`config.mk`:
```
export PLATFORM = sky130hd
export DESIGN_NAME = cyclic_bram_top
export DESIGN_NICKNAME = d
export VERILOG_FILES = /design/src/design/ctrl_types_pkg.sv /design/src/design/bram_types_pkg.sv /design/src/design/cyclic_bram_top.sv /design/src/design/pass_tracker.sv /design/src/design/always_valid_cyclic_bram.sv /design/src/design/stream_loader.sv /design/src/design/n_delay.sv /design/src/design/sdpram.sv
export VERILOG_INCLUDE_DIRS = /design/src /design/src/include
export SDC_FILE = /design/constraint.sdc
export NUM_CORES = 1
export LEC_CHECK = 0
export ABC_AREA = 1
export BUFFER_PORTS_ARGS = -buffer_cell sky130_fd_sc_hd__clkbuf_2
export CORE_MARGIN = 5
export CORE_UTILIZATION = 55
export CTS_BUF_LIST = sky130_fd_sc_hd__clkbuf_8 sky130_fd_sc_hd__clkbuf_16
export CTS_CLUSTER_SIZE = 12
export DETAILED_ROUTE_END_ITERATION = 8
export PLACE_DENSITY = 0.72
export SLEW_MARGIN = 20
export SYNTH_ARGS = -nofsm -noshare
export SYNTH_HDL_FRONTEND = slang
export SYNTH_SLANG_ARGS = --single-unit
export TNS_END_PERCENT = 100
```
`constraint.sdc`:
```
create_clock -name clk -period 3.05 [get_ports clk]
set_input_delay 0.61 -clock clk [delete_from_list [all_inputs] [get_ports clk]]
set_output_delay 0.61 -clock clk [all_outputs]
set_load 0.02 [all_outputs]
```
`src/include/cyclic_bram_settings.svh`:
```
// Cyclic weight store settings: word width, RAM depth, read latency, pass counter width
`ifndef CYCLIC_BRAM_SETTINGS_SVH
`define CYCLIC_BRAM_SETTINGS_SVH

// Bits per stored data word
`define CB_WIDTH 32

// Number of RAM words, must exceed CB_LATENCY + 1
`define CB_DEPTH 16

// RAM read latency in enabled clocks
`define CB_LATENCY 3

// Completed pass counter width, wraps on overflow
`define CB_PASS_BITS 8

`endif
```
`src/design/ctrl_types_pkg.sv`:
```
// Control types of the cyclic weight store: loader and core states, pass count
`include "cyclic_bram_settings.svh"

package ctrl_types_pkg;

  // Input side states
  typedef enum logic [1:0] {
    LD_IDLE = 2'd0, // Waiting for a load command
    LD_FILL = 2'd1, // Accepting words into the RAM
    LD_FULL = 2'd2  // RAM holds the full sequence
  } loader_state_e;

  // Source of prefetch buffer writes
  typedef enum logic {
    CORE_FILL = 1'b0, // Buffer takes incoming words
    CORE_WORK = 1'b1  // Buffer takes RAM read data
  } core_state_e;

  // Completed passes
  typedef logic [`CB_PASS_BITS-1:0] pass_count_t;

endpackage

```
`src/design/bram_types_pkg.sv`:
```
// Storage types of the cyclic weight store: data word, RAM address, prefetch pointer
`include "cyclic_bram_settings.svh"

package bram_types_pkg;

  // One stored weight word
  typedef logic [`CB_WIDTH-1:0] word_t;

  // RAM address, also used for the programmed last address
  typedef logic [$clog2(`CB_DEPTH)-1:0] addr_t;

  // Slot index into the prefetch buffer of CB_LATENCY + 1 words
  typedef logic [$clog2(`CB_LATENCY+1)-1:0] bptr_t;

endpackage

```
`src/design/cyclic_bram_top.sv`:
```
// Cyclic weight store top: loader, always-valid replay core and pass tracker wired together
`timescale 1ns/1ps

module cyclic_bram_top (
  input  logic                        clk,
  input  logic                        rst,
  input  logic                        clken,
  input  logic                        load,
  input  bram_types_pkg::addr_t       length_m1,
  input  logic                        s_valid,
  input  bram_types_pkg::word_t       s_data,
  input  logic                        m_ready,
  output logic                        m_valid,
  output bram_types_pkg::word_t       m_data,
  output logic                        m_last,
  output ctrl_types_pkg::pass_count_t pass_count,
  output logic                        loaded
);

  logic                  wr_en;
  bram_types_pkg::word_t wr_data;
  bram_types_pkg::addr_t wr_addr;
  logic                  wr_last;
  bram_types_pkg::addr_t addr_max_1; // Shared by core and tracker
  logic                  xfer;

  stream_loader u_loader (
    .clk        (clk),
    .rst        (rst),
    .clken      (clken),
    .load       (load),
    .length_m1  (length_m1),
    .s_valid    (s_valid),
    .s_data     (s_data),
    .wr_en      (wr_en),
    .wr_data    (wr_data),
    .wr_addr    (wr_addr),
    .wr_last    (wr_last),
    .addr_max_1 (addr_max_1),
    .loaded     (loaded)
  );

  always_valid_cyclic_bram u_core (
    .clk        (clk),
    .rst        (rst),
    .clken      (clken),
    .wr_en      (wr_en),
    .wr_data    (wr_data),
    .wr_addr    (wr_addr),
    .wr_last    (wr_last),
    .addr_max_1 (addr_max_1),
    .m_ready    (m_ready),
    .m_valid    (m_valid),
    .m_data     (m_data),
    .xfer       (xfer)
  );

  pass_tracker u_tracker (
    .clk        (clk),
    .rst        (rst),
    .clken      (clken),
    .xfer       (xfer),
    .addr_max_1 (addr_max_1),
    .m_last     (m_last),
    .pass_count (pass_count)
  );

endmodule

```
`src/design/pass_tracker.sv`:
```
// Output side of the weight store: tracks word index in a pass, flags the last word, counts passes
`timescale 1ns/1ps

module pass_tracker (
  input  logic                        clk,
  input  logic                        rst,
  input  logic                        clken,
  input  logic                        xfer,       // Word taken this cycle
  input  bram_types_pkg::addr_t       addr_max_1, // Index of the last word
  output logic                        m_last,
  output ctrl_types_pkg::pass_count_t pass_count
);

  bram_types_pkg::addr_t idx;      // Index of the word on m_data
  bram_types_pkg::addr_t idx_next;

  assign idx_next = (idx == addr_max_1) ? '0 : idx + 1'b1; // Wraps into the next pass

  always_ff @(posedge clk) begin
    if (rst) begin
      idx        <= '0;
      m_last     <= 1'b0;
      pass_count <= '0;
    end else if (clken && xfer) begin
      idx    <= idx_next;
      m_last <= (idx_next == addr_max_1); // Flag tracks the word now shown
      if (m_last) begin
        pass_count <= pass_count + 1'b1; // Pass done, wraps on overflow
      end
    end
  end

endmodule

```
`src/design/always_valid_cyclic_bram.sv`:
```
// Always-valid cyclic replay core: RAM, read address ring and prefetch buffer hiding read latency
`timescale 1ns/1ps
`include "cyclic_bram_settings.svh"

module always_valid_cyclic_bram (
  input  logic                  clk,
  input  logic                  rst,
  input  logic                  clken,
  input  logic                  wr_en,
  input  bram_types_pkg::word_t wr_data,
  input  bram_types_pkg::addr_t wr_addr,
  input  logic                  wr_last,
  input  bram_types_pkg::addr_t addr_max_1, // Last address of the sequence
  input  logic                  m_ready,
  output logic                  m_valid,
  output bram_types_pkg::word_t m_data,
  output logic                  xfer        // Word taken this cycle
);

  localparam int BUF_DEPTH = `CB_LATENCY + 1; // Covers words in flight plus the one shown

  // Buffer slots run 0 .. BUF_DEPTH-1, RAM reads start right after them
  localparam bram_types_pkg::bptr_t BPTR_LAST     = bram_types_pkg::bptr_t'(BUF_DEPTH - 1);
  localparam bram_types_pkg::addr_t RD_ADDR_START = bram_types_pkg::addr_t'(BUF_DEPTH);

  ctrl_types_pkg::core_state_e state;

  bram_types_pkg::word_t buffer [BUF_DEPTH]; // Prefetch buffer
  bram_types_pkg::bptr_t w_ptr;              // Next slot to fill
  bram_types_pkg::bptr_t r_ptr;              // Slot shown on m_data
  bram_types_pkg::addr_t rd_addr;            // Next RAM read address
  bram_types_pkg::word_t rd_data;            // RAM output
  logic                  rd_valid;           // RAM output belongs to an issued read
  logic                  buf_we;
  bram_types_pkg::word_t buf_din;

  assign xfer = clken && m_valid && m_ready;

  // Fill takes the stream, work takes RAM returns
  assign buf_we  = (state == ctrl_types_pkg::CORE_FILL) ? wr_en : rd_valid;
  assign buf_din = (state == ctrl_types_pkg::CORE_FILL) ? wr_data : rd_data;

  assign m_data = buffer[r_ptr]; // Straight from the buffer, not registered

  // Core state, leaves fill once every slot has a word
  always_ff @(posedge clk) begin
    if (rst) begin
      state <= ctrl_types_pkg::CORE_FILL;
    end else if (clken && (state == ctrl_types_pkg::CORE_FILL) && wr_en
                 && (w_ptr == BPTR_LAST)) begin
      state <= ctrl_types_pkg::CORE_WORK;
    end
  end

  // Buffer contents
  always_ff @(posedge clk) begin
    if (clken && buf_we) begin
      buffer[w_ptr] <= buf_din;
    end
  end

  // Pointers and read address
  always_ff @(posedge clk) begin
    if (rst) begin
      w_ptr   <= '0;
      r_ptr   <= '0;
      rd_addr <= RD_ADDR_START; // First BUF_DEPTH words come from the stream
    end else if (clken) begin
      if (buf_we) begin
        w_ptr <= (w_ptr == BPTR_LAST) ? '0 : w_ptr + 1'b1; // Ring over slots
      end
      if (xfer) begin
        r_ptr   <= (r_ptr == BPTR_LAST) ? '0 : r_ptr + 1'b1;
        rd_addr <= (rd_addr == addr_max_1) ? '0 : rd_addr + 1'b1; // Wrap at last address
      end
    end
  end

  // Valid once the whole sequence is stored, then stays up
  always_ff @(posedge clk) begin
    if (rst) begin
      m_valid <= 1'b0;
    end else if (clken && wr_last) begin
      m_valid <= 1'b1;
    end
  end

  sdpram #(
    .WIDTH   (`CB_WIDTH),
    .DEPTH   (`CB_DEPTH),
    .LATENCY (`CB_LATENCY)
  ) u_ram (
    .clk   (clk),
    .clken (clken),
    .we    (wr_en),
    .waddr (wr_addr),
    .wdata (wr_data),
    .raddr (rd_addr), // One read per transfer
    .rdata (rd_data)
  );

  // Marks RAM returns, lands with the data CB_LATENCY clocks after the read
  n_delay #(
    .N     (`CB_LATENCY),
    .WIDTH (1)
  ) u_rd_valid (
    .clk      (clk),
    .rst      (rst),
    .clken    (clken),
    .data_in  (xfer),
    .data_out (rd_valid)
  );

endmodule

```
`src/design/stream_loader.sv`:
```
// Input side of the weight store: captures the length and turns the word stream into RAM writes
`timescale 1ns/1ps

module stream_loader (
  input  logic                  clk,
  input  logic                  rst,
  input  logic                  clken,
  input  logic                  load,       // One-cycle load command
  input  bram_types_pkg::addr_t length_m1,  // Last address, sampled with load
  input  logic                  s_valid,
  input  bram_types_pkg::word_t s_data,
  output logic                  wr_en,
  output bram_types_pkg::word_t wr_data,
  output bram_types_pkg::addr_t wr_addr,
  output logic                  wr_last,    // Final write of the sequence
  output bram_types_pkg::addr_t addr_max_1, // Held from the load onward
  output logic                  loaded
);

  ctrl_types_pkg::loader_state_e state;

  // Every valid word during fill is a write, no back-pressure
  assign wr_en   = clken && s_valid && (state == ctrl_types_pkg::LD_FILL);
  assign wr_data = s_data;
  assign wr_last = wr_en && (wr_addr == addr_max_1); // Write of the last address

  assign loaded = (state == ctrl_types_pkg::LD_FULL); // High the cycle after wr_last

  always_ff @(posedge clk) begin
    if (rst) begin
      state      <= ctrl_types_pkg::LD_IDLE;
      wr_addr    <= '0;
      addr_max_1 <= '0;
    end else if (clken) begin
      case (state)
        ctrl_types_pkg::LD_IDLE: begin
          if (load) begin
            addr_max_1 <= length_m1; // Length captured once
            wr_addr    <= '0;        // Fill starts at address 0
            state      <= ctrl_types_pkg::LD_FILL;
          end
        end
        ctrl_types_pkg::LD_FILL: begin
          if (wr_en) begin
            wr_addr <= wr_addr + 1'b1; // Next address
            if (wr_last) begin
              state <= ctrl_types_pkg::LD_FULL;
            end
          end
        end
        default: begin
          // LD_FULL holds until reset, later loads are dropped
          state <= ctrl_types_pkg::LD_FULL;
        end
      endcase
    end
  end

endmodule

```
`src/design/n_delay.sv`:
```
// Enabled N-stage shift line for a WIDTH-bit signal, cleared by synchronous reset
`timescale 1ns/1ps

module n_delay #(
  parameter int N     = 3,
  parameter int WIDTH = 1
) (
  input  logic             clk,
  input  logic             rst,
  input  logic             clken,
  input  logic [WIDTH-1:0] data_in,
  output logic [WIDTH-1:0] data_out
);

  logic [WIDTH-1:0] stage [N]; // One entry per clock of delay

  always_ff @(posedge clk) begin
    if (rst) begin
      for (int i = 0; i < N; i++) begin
        stage[i] <= '0; // Nothing in flight after reset
      end
    end else if (clken) begin
      stage[0] <= data_in;
      for (int i = 1; i < N; i++) begin
        stage[i] <= stage[i-1]; // Several entries may be set at once
      end
    end
  end

  assign data_out = stage[N-1];

endmodule

```
`src/design/sdpram.sv`:
```
// Behavioral simple dual-port RAM with a registered read pipeline of LATENCY stages
`timescale 1ns/1ps

module sdpram #(
  parameter int WIDTH   = 32,
  parameter int DEPTH   = 16,
  parameter int LATENCY = 3
) (
  input  logic                     clk,
  input  logic                     clken, // Freezes both ports
  input  logic                     we,
  input  logic [$clog2(DEPTH)-1:0] waddr,
  input  logic [WIDTH-1:0]         wdata,
  input  logic [$clog2(DEPTH)-1:0] raddr,
  output logic [WIDTH-1:0]         rdata
);

  logic [WIDTH-1:0] mem     [DEPTH];   // Word array
  logic [WIDTH-1:0] rd_pipe [LATENCY]; // Read pipeline, stage 0 is the array read

  // Write port
  always_ff @(posedge clk) begin
    if (clken && we) begin
      mem[waddr] <= wdata;
    end
  end

  // Read port, LATENCY enabled stages from raddr to rdata
  always_ff @(posedge clk) begin
    if (clken) begin
      rd_pipe[0] <= mem[raddr]; // Array read register
      for (int i = 1; i < LATENCY; i++) begin
        rd_pipe[i] <= rd_pipe[i-1]; // Output register chain
      end
    end
  end

  assign rdata = rd_pipe[LATENCY-1]; // Last stage drives the port

endmodule

```
==> flow_summary_export.csv, run 1 <==
group,metric,value,unit
finish,antenna_cells_inserted,0,
logic_synthesis,synthesis.area,0.03052,mm2
route,routed.top_layer,"met4",
finish,synthToLayoutAreaGrowth,12.03,%
timing,worst_pin_slew,0.7354,ns
floorplan,die_area,0.06029,mm2
finish,fin_cells,3038,
setup_path,critical_path_peak_fanout,60,
clock_tree,clock_sink_count,778,
grt,globalRouteOverflowTotal,0,
grt,grt_antenna_before_repair,0,
floorplan,die-width,245.5,um
logic_synthesis,synth-seq-cells,778,
logic_synthesis,ys_top_cells_by_area,"edfxtp_1 73%, mux2i_1 4.2%, o21ai_0 3.5%",
timing,timing.hold.ws,0.2392,ns
grt,number_of_global_route_vias_before_repair,17095,
floorplan,die_y,245.5,um
power_and_ir_drop,power.leakage,0.01160,uW
floorplan,design.core.area,0.05499,mm2
timing,grt_setup_unrepaired,"false",
min_path,hold_class,"input port to register",
logic_synthesis,post_synthesis_average_cell_area,14.19,um2
route,met2WireLength,31.55,mm
setup_path,worstSetupEndpointType,"output pin",
timing,setup_violations,0,
route,antenna_left,0,
logic_synthesis,synth-main-ff-cell,"edfxtp_1",
timing,clock_skew_after_layout,0.01491,ns
floorplan,num_io_pins,85,
finish,fill_cells,3959,
logic_synthesis,ys_types,33,
clock_tree,clk_latency,0.61,ns
place,place_inst,2918,
logic_synthesis,synth_fp_nets,2204,
setup_path,cp_data_required_time,2.44,ns
finish,final_layout_size_suffix_gt1_share,11.83,%
timing,fin_setup_tns,0,ns
logic_synthesis,async_flop_share,0,%
route,dr.pass1.iters,5,
clock_tree,cts_tree,"done",
route,wl_per_cell,21.75,um
setup_path,worstSetupStartpointType,"register",
route,route.detailed.drc,0,
place,place.gp.congestion,0.8145,
grt,grt_max_degree,92,
timing,fraction_of_the_cycle_the_final_worst_path_needs,95.95,%
logic_synthesis,syn_inst,2150,
route,detailroute.via_count,17459,
clock_tree,clk_pin_slew,0.06,ns
outcome,outcome,"completed",
timing,finalWorstPathRequiredPeriod,2.926,ns
timing,slew_headroom,50.92,%
logic_synthesis,synth_enable_flop_cells,739,
place,dp_hpwl,40.84,mm
finish,final_net_count,2305,
route,m1WireLength,27.87,mm
logic_synthesis,synth_largest_area_cell,"edfxtp_1",
logic_synthesis,netlist.area_leader.share,72.72,%
place,buffer_ports.inserted,84,
timing,timing.final.max_slew_violations,0,
route,detail_route.vias_per_cell,5.747,
floorplan,fp-row-count,86,
logic_synthesis,yosysWarningCount,0,
setup_path,worstPathArrival,2.32,ns
finish,layout.cells.most_common,"edfxtp_1",
clock_tree,cts_setup_buffers,0,
power_and_ir_drop,power_per_cell_area,615.0,mW/mm2
logic_synthesis,seq_area_frac_synth,75.28,%
power_and_ir_drop,ir_worst_vdd,0.3769,mV
finish,mostFrequentLayoutCells,"739 x edfxtp_1, 213 x o21ai_0, 194 x inv_1",
grt,grtUsageTotal,21.75,%
clock_tree,htreeDepth,3,
floorplan,initial_core_util,55.50,%
route,wl,66.09,mm
setup_path,critical_path_class,"register to output pin",
route,drt_iter0_markers,1693,
run,maxCapViolCount,0,
timing,peak_freq,341.7,MHz
clock_tree,cts_max_path_bufs,3,
timing,final_hold_viol_count,0,
route,met3RoutedLength,5.512,mm
grt,grt_first_pass_wirelength,100.7,mm
clock_tree,clock_tree.root_cell,"clkbuf_16",
clock_tree,clock_buffer_count_from_cts,79,
[layout make-up]
class / count / area [um2] / share of cell area, %
clock inverter: 40 / 240.2 / 0.7027
timing repair buffer: 143 / 1028 / 3.008
inverter: 177 / 666.9 / 1.951
tap: 748 / 935.9 / 2.738
sequential: 778 / 22990 / 67.24
multi-input combinational: 1072 / 6325 / 18.50
clock buffer: 80 / 2002 / 5.856
[logic make-up after synthesis]
| group | count (synthesis) | synth area share (%) |
|---|---|---|
| flip-flops | 778 | 75.28 |
| AO/OA/AOI/OAI | 553 | 10.30 |
| AND/OR/NAND/NOR | 368 | 4.924 |
| buffers and inverters | 300 | 4.486 |
| multiplexers | 128 | 4.199 |
| adder cells (fa/ha/maj) | 12 | 0.4920 |
| XOR/XNOR | 11 | 0.3157 |
[final timing paths]
| kind | to | slack, ns | cells after the start | startpoint |
|---|---|---|---|---|
| hold reg to reg | u_core.u_ram.rd_pipe[0][41] | 0.41 | 0 | u_core.u_ram.rd_pipe[0][9] |
| setup reg to reg | u_core.u_ram.mem[6][1] | 0.71 | 7 | u_loader.state[0] |
| hold / removal | u_loader.addr_max_1[3] | 0.24 | 3 | length_m1[3] |
| setup / recovery | m_data[13] | 0.12 | 5 | register |
[flip-flops by register name, indices dropped and copies added, names as in the netlist, 2 cells and up, named ones only]
signal / flops
u_core.rd_addr: 4
u_loader.addr_max_1: 4
u_core.u_rd_valid.stage: 3
u_loader.wr_addr: 4
u_core.buffer: 128
u_tracker.idx: 4
u_loader.state: 2
u_core.r_ptr: 2
u_tracker.pass_count: 8
u_core.w_ptr: 2
u_core.u_ram.mem: 512
u_core.u_ram.rd_pipe: 96
[cells in the mapped netlist, types with 12 or more instances]
library cell and count:
nand2_1 190, nand3_1 48, a21oi_1 150, o22ai_1 32, o21ai_0 213, inv_1 172
mux2i_1 128, clkbuf_1 77, nor2_1 115, o211ai_1 129, ha_1 12, dfxtp_1 39
edfxtp_1 739, o21ai_1 25, buf_2 15
[stage by stage]
| step | utilization, % | setup WS (ns) | total power [uW] | area [um2] |
|---|---|---|---|---|
| after floorplan | - | 0.2146 | 12330 | 30520 |
| after global placement | 58.09 | 0.5655 | 12620 | 31940 |
| after detailed placement | 58.09 | 0.5428 | 12650 | 31940 |
| after CTS | 62.17 | 0.02873 | 21170 | 34180 |
| after global routing | 62.17 | 0.01262 | 21710 | 34190 |
| final | 62.17 | 0.1236 | 21020 | 34190 |
[layer usage]
layer | track usage [%] | vias up
li1 | - | 8109
met1 | 31.53 | 8623
met2 | 34.10 | 630
met3 | 4.652 | 97
met4 | 5.891 | 0
met5 | 0 | -
[critical path: stages (launching register included)]
cell,delay (ns)
dfxtp_4,0.42
clkinv_1,0.12
buf_4,0.47
o21ai_0,0.22
o22ai_1,0.24
clkbuf_2,0.22
[where the power goes]
group	leakage [uW]	total [uW]	switching (uW)	internal, uW
Combinational	0.00337	587	445	142
Clock	0.00118	8600	3740	4860
Sequential	0.00705	11800	44.6	11800
Total	0.0116	21000	4230	16800
[what timing repair did]
item | 4_1_cts | 5_1_grt
hold buffers | 0 | 0
resized for setup | 0 | 1
endpoints found under the hold margin | 0 | 0
endpoints found under the setup margin | 0 | 12
(Power assumes the default switching activity.)
==> run 2: changes to the inputs <==
Clock period 3.05 ns to 2.75 ns, I/O delays scaled along.
==> run 2 against run 1 <==
Effect of this change:
- worst hold slack worse by 0.062 ns
- first-iteration DRC count is 3.2% lower
- utilization is 0.23 points higher
- sequential share of layout area is 0.25 points lower
- highest routed layer unchanged
- final cell count hardly changed
- sequential power is 11% higher
- register-to-register slack worse by 0.18 ns
==> flow_summary_export.csv, run 2 (synthesis results as in run 1) <==
group,metric,value,unit
finish,synthToLayoutAreaGrowth,12.44,%
route,route.detailed.drc,0,
clock_tree,clk_latency,0.62,ns
clock_tree,cts_tree,"done",
place,dp_hpwl,40.27,mm
route,dr.pass1.iters,5,
outcome,outcome,"completed",
clock_tree,number_of_gates_given_a_new_drive_strength_after_cts,3,
setup_path,worstPathArrival,2.05,ns
run,maxCapViolCount,0,
timing,slew_headroom,53.54,%
route,detail_route.vias_per_cell,5.774,
setup_path,critical_path_class,"register to output pin",
floorplan,design.core.area,0.05499,mm2
clock_tree,clock_buffer_count_from_cts,78,
floorplan,die_area,0.06029,mm2
timing,setup_violations,0,
finish,mostFrequentLayoutCells,"739 x edfxtp_1, 213 x o21ai_0, 190 x nand2_1, 190 x inv_1, 150 x a21oi_1",
finish,final_layout_size_suffix_gt1_share,12.14,%
timing,peak_freq,385.0,MHz
power_and_ir_drop,power_per_cell_area,674.6,mW/mm2
grt,grt_antenna_before_repair,0,
finish,post-route-util,62.40,%
finish,max_reg_flops,512,
finish,biggestRegsByFlops,"u_core.u_ram.mem: 512 flops, u_core.buffer: 128 flops, u_core.u_ram.rd_pipe: 96 flops",
floorplan,fp-row-count,86,
clock_tree,clk_pin_slew,0.06,ns
setup_path,worstSetupEndpointType,"output pin",
place,detailed_place.area,0.03209,mm2
grt,grt_first_pass_wirelength,101.5,mm
clock_tree,htreeDepth,3,
setup_path,critical_path_peak_fanout,32,
finish,final_net_count,2309,
timing,timing.final.max_slew_violations,0,
timing,final_hold_viol_count,0,
floorplan,die_y,245.5,um
route,drt_iter0_markers,1638,
timing,timing.hold.ws,0.1773,ns
grt,globalRouteOverflowTotal,0,
timing,fraction_of_the_cycle_the_final_worst_path_needs,94.44,%
floorplan,num_io_pins,85,
setup_path,worstSetupStartpointType,"register",
clock_tree,clock_tree.root_cell,"clkbuf_16",
route,wl_per_cell,21.54,um
place,place.gp.congestion,0.8101,
finish,registers.top_by_ff_count,"u_core.u_ram.mem",
timing,grt_setup_unrepaired,"false",
floorplan,die-width,245.5,um
finish,stdcell_area,0.03431,mm2
power_and_ir_drop,power.leakage,0.01164,uW
clock_tree,clock_sink_count,778,
timing,finalWorstPathRequiredPeriod,2.597,ns
finish,layout.cells.most_common,"edfxtp_1",
route,antenna_left,0,
min_path,hold_class,"input port to register",
setup_path,setup.worst_path.end,"m_data[7]",
route,wl,65.46,mm
power_and_ir_drop,ir_worst_vdd,0.4509,mV
grt,grtUsageTotal,21.82,%
setup_path,cp_data_required_time,2.20,ns
power_and_ir_drop,power.total,23150,uW
setup_path,path_depth_of_the_worst_reg2reg_path,5,
place,buffer_ports.inserted,84,
clock_tree,cts_setup_buffers,0,
grt,number_of_global_route_vias_before_repair,17561,
floorplan,initial_core_util,55.50,%
timing,clock_skew_after_layout,0.02015,ns
setup_path,timing.rr.end,"u_core.u_ram.rd_pipe[0][24]",
setup_path,regToRegSetupSlack,0.53,ns
clock_tree,cts_hold_repair.buffers,0,
route,detailroute.via_count,17546,
grt,grt_max_degree,93,
timing,worst_pin_slew,0.6962,ns
clock_tree,cts_max_path_bufs,3,
==> run 2: metal layers <==
| metal | vias to the layer above | GRT usage, % | wire length (um) |
|---|---|---|---|
| met5 | - | 0 | 0 |
| met4 | 0 | 7.171 | 1672 |
| met3 | 108 | 4.750 | 4998 |
| met2 | 632 | 34.75 | 31350 |
| met1 | 8699 | 30.44 | 27440 |
| li1 | 8107 | - | - |
==> run 2: cell type report <==
type	instances	area, um2
sequential	778	22990
fill	3872	20670
multi-input combinational	1072	6325
clock buffer	83	2054
timing repair buffer	148	1182
tap	748	935.9
inverter	177	671.9
clock inverter	32	153.9
antenna	1	2.502
==> run 2: power by group <==
| group | switching, uW | internal (uW) | total [uW] |
|---|---|---|---|
| clock | 4070 | 5300 | 9370 |
| combinational | 488 | 162 | 650 |
| sequential | 46.7 | 13100 | 13100 |
| total | 4600 | 18500 | 23100 |
==> run 2: how the worst min path moves through the flow <==
stage	startpoint	to	slack, ns	cells past startpoint
6_report	length_m1[0]	u_loader.addr_max_1[0]	0.18	3
5_1_grt	length_m1[1]	u_loader.addr_max_1[1]	0.19	3
4_1_cts	length_m1[0]	u_loader.addr_max_1[0]	0.15	3
3_5_place_dp	u_core.u_ram.rd_pipe[0][8]	u_core.u_ram.rd_pipe[0][40]	0.40	0
3_3_place_gp	u_core.u_ram.rd_pipe[0][51]	u_core.u_ram.rd_pipe[0][83]	0.40	0
2_1_floorplan	u_core.u_ram.rd_pipe[0][0]	u_core.u_ram.rd_pipe[0][32]	0.40	0
==> run 2: metrics by stage <==
stage | TNS [ns] | std cells | setup slack (ns)
2_1_floorplan | -3.250 | 2150 | -0.02539
3_3_place_gp | 0 | 2923 | 0.3482
3_5_place_dp | 0 | 2923 | 0.3449
4_1_cts | 0 | 3038 | 0.005395
5_1_grt | 0 | 3038 | 0.005933
6_report | 0 | 3039 | 0.1529
==> run 2: worst max-delay path, stage by stage, from the launching register on <==
cell	delay, ns
dfxtp_1	0.38
buf_4	0.35
o21ai_0	0.15
o22ai_1	0.32
clkbuf_2	0.24
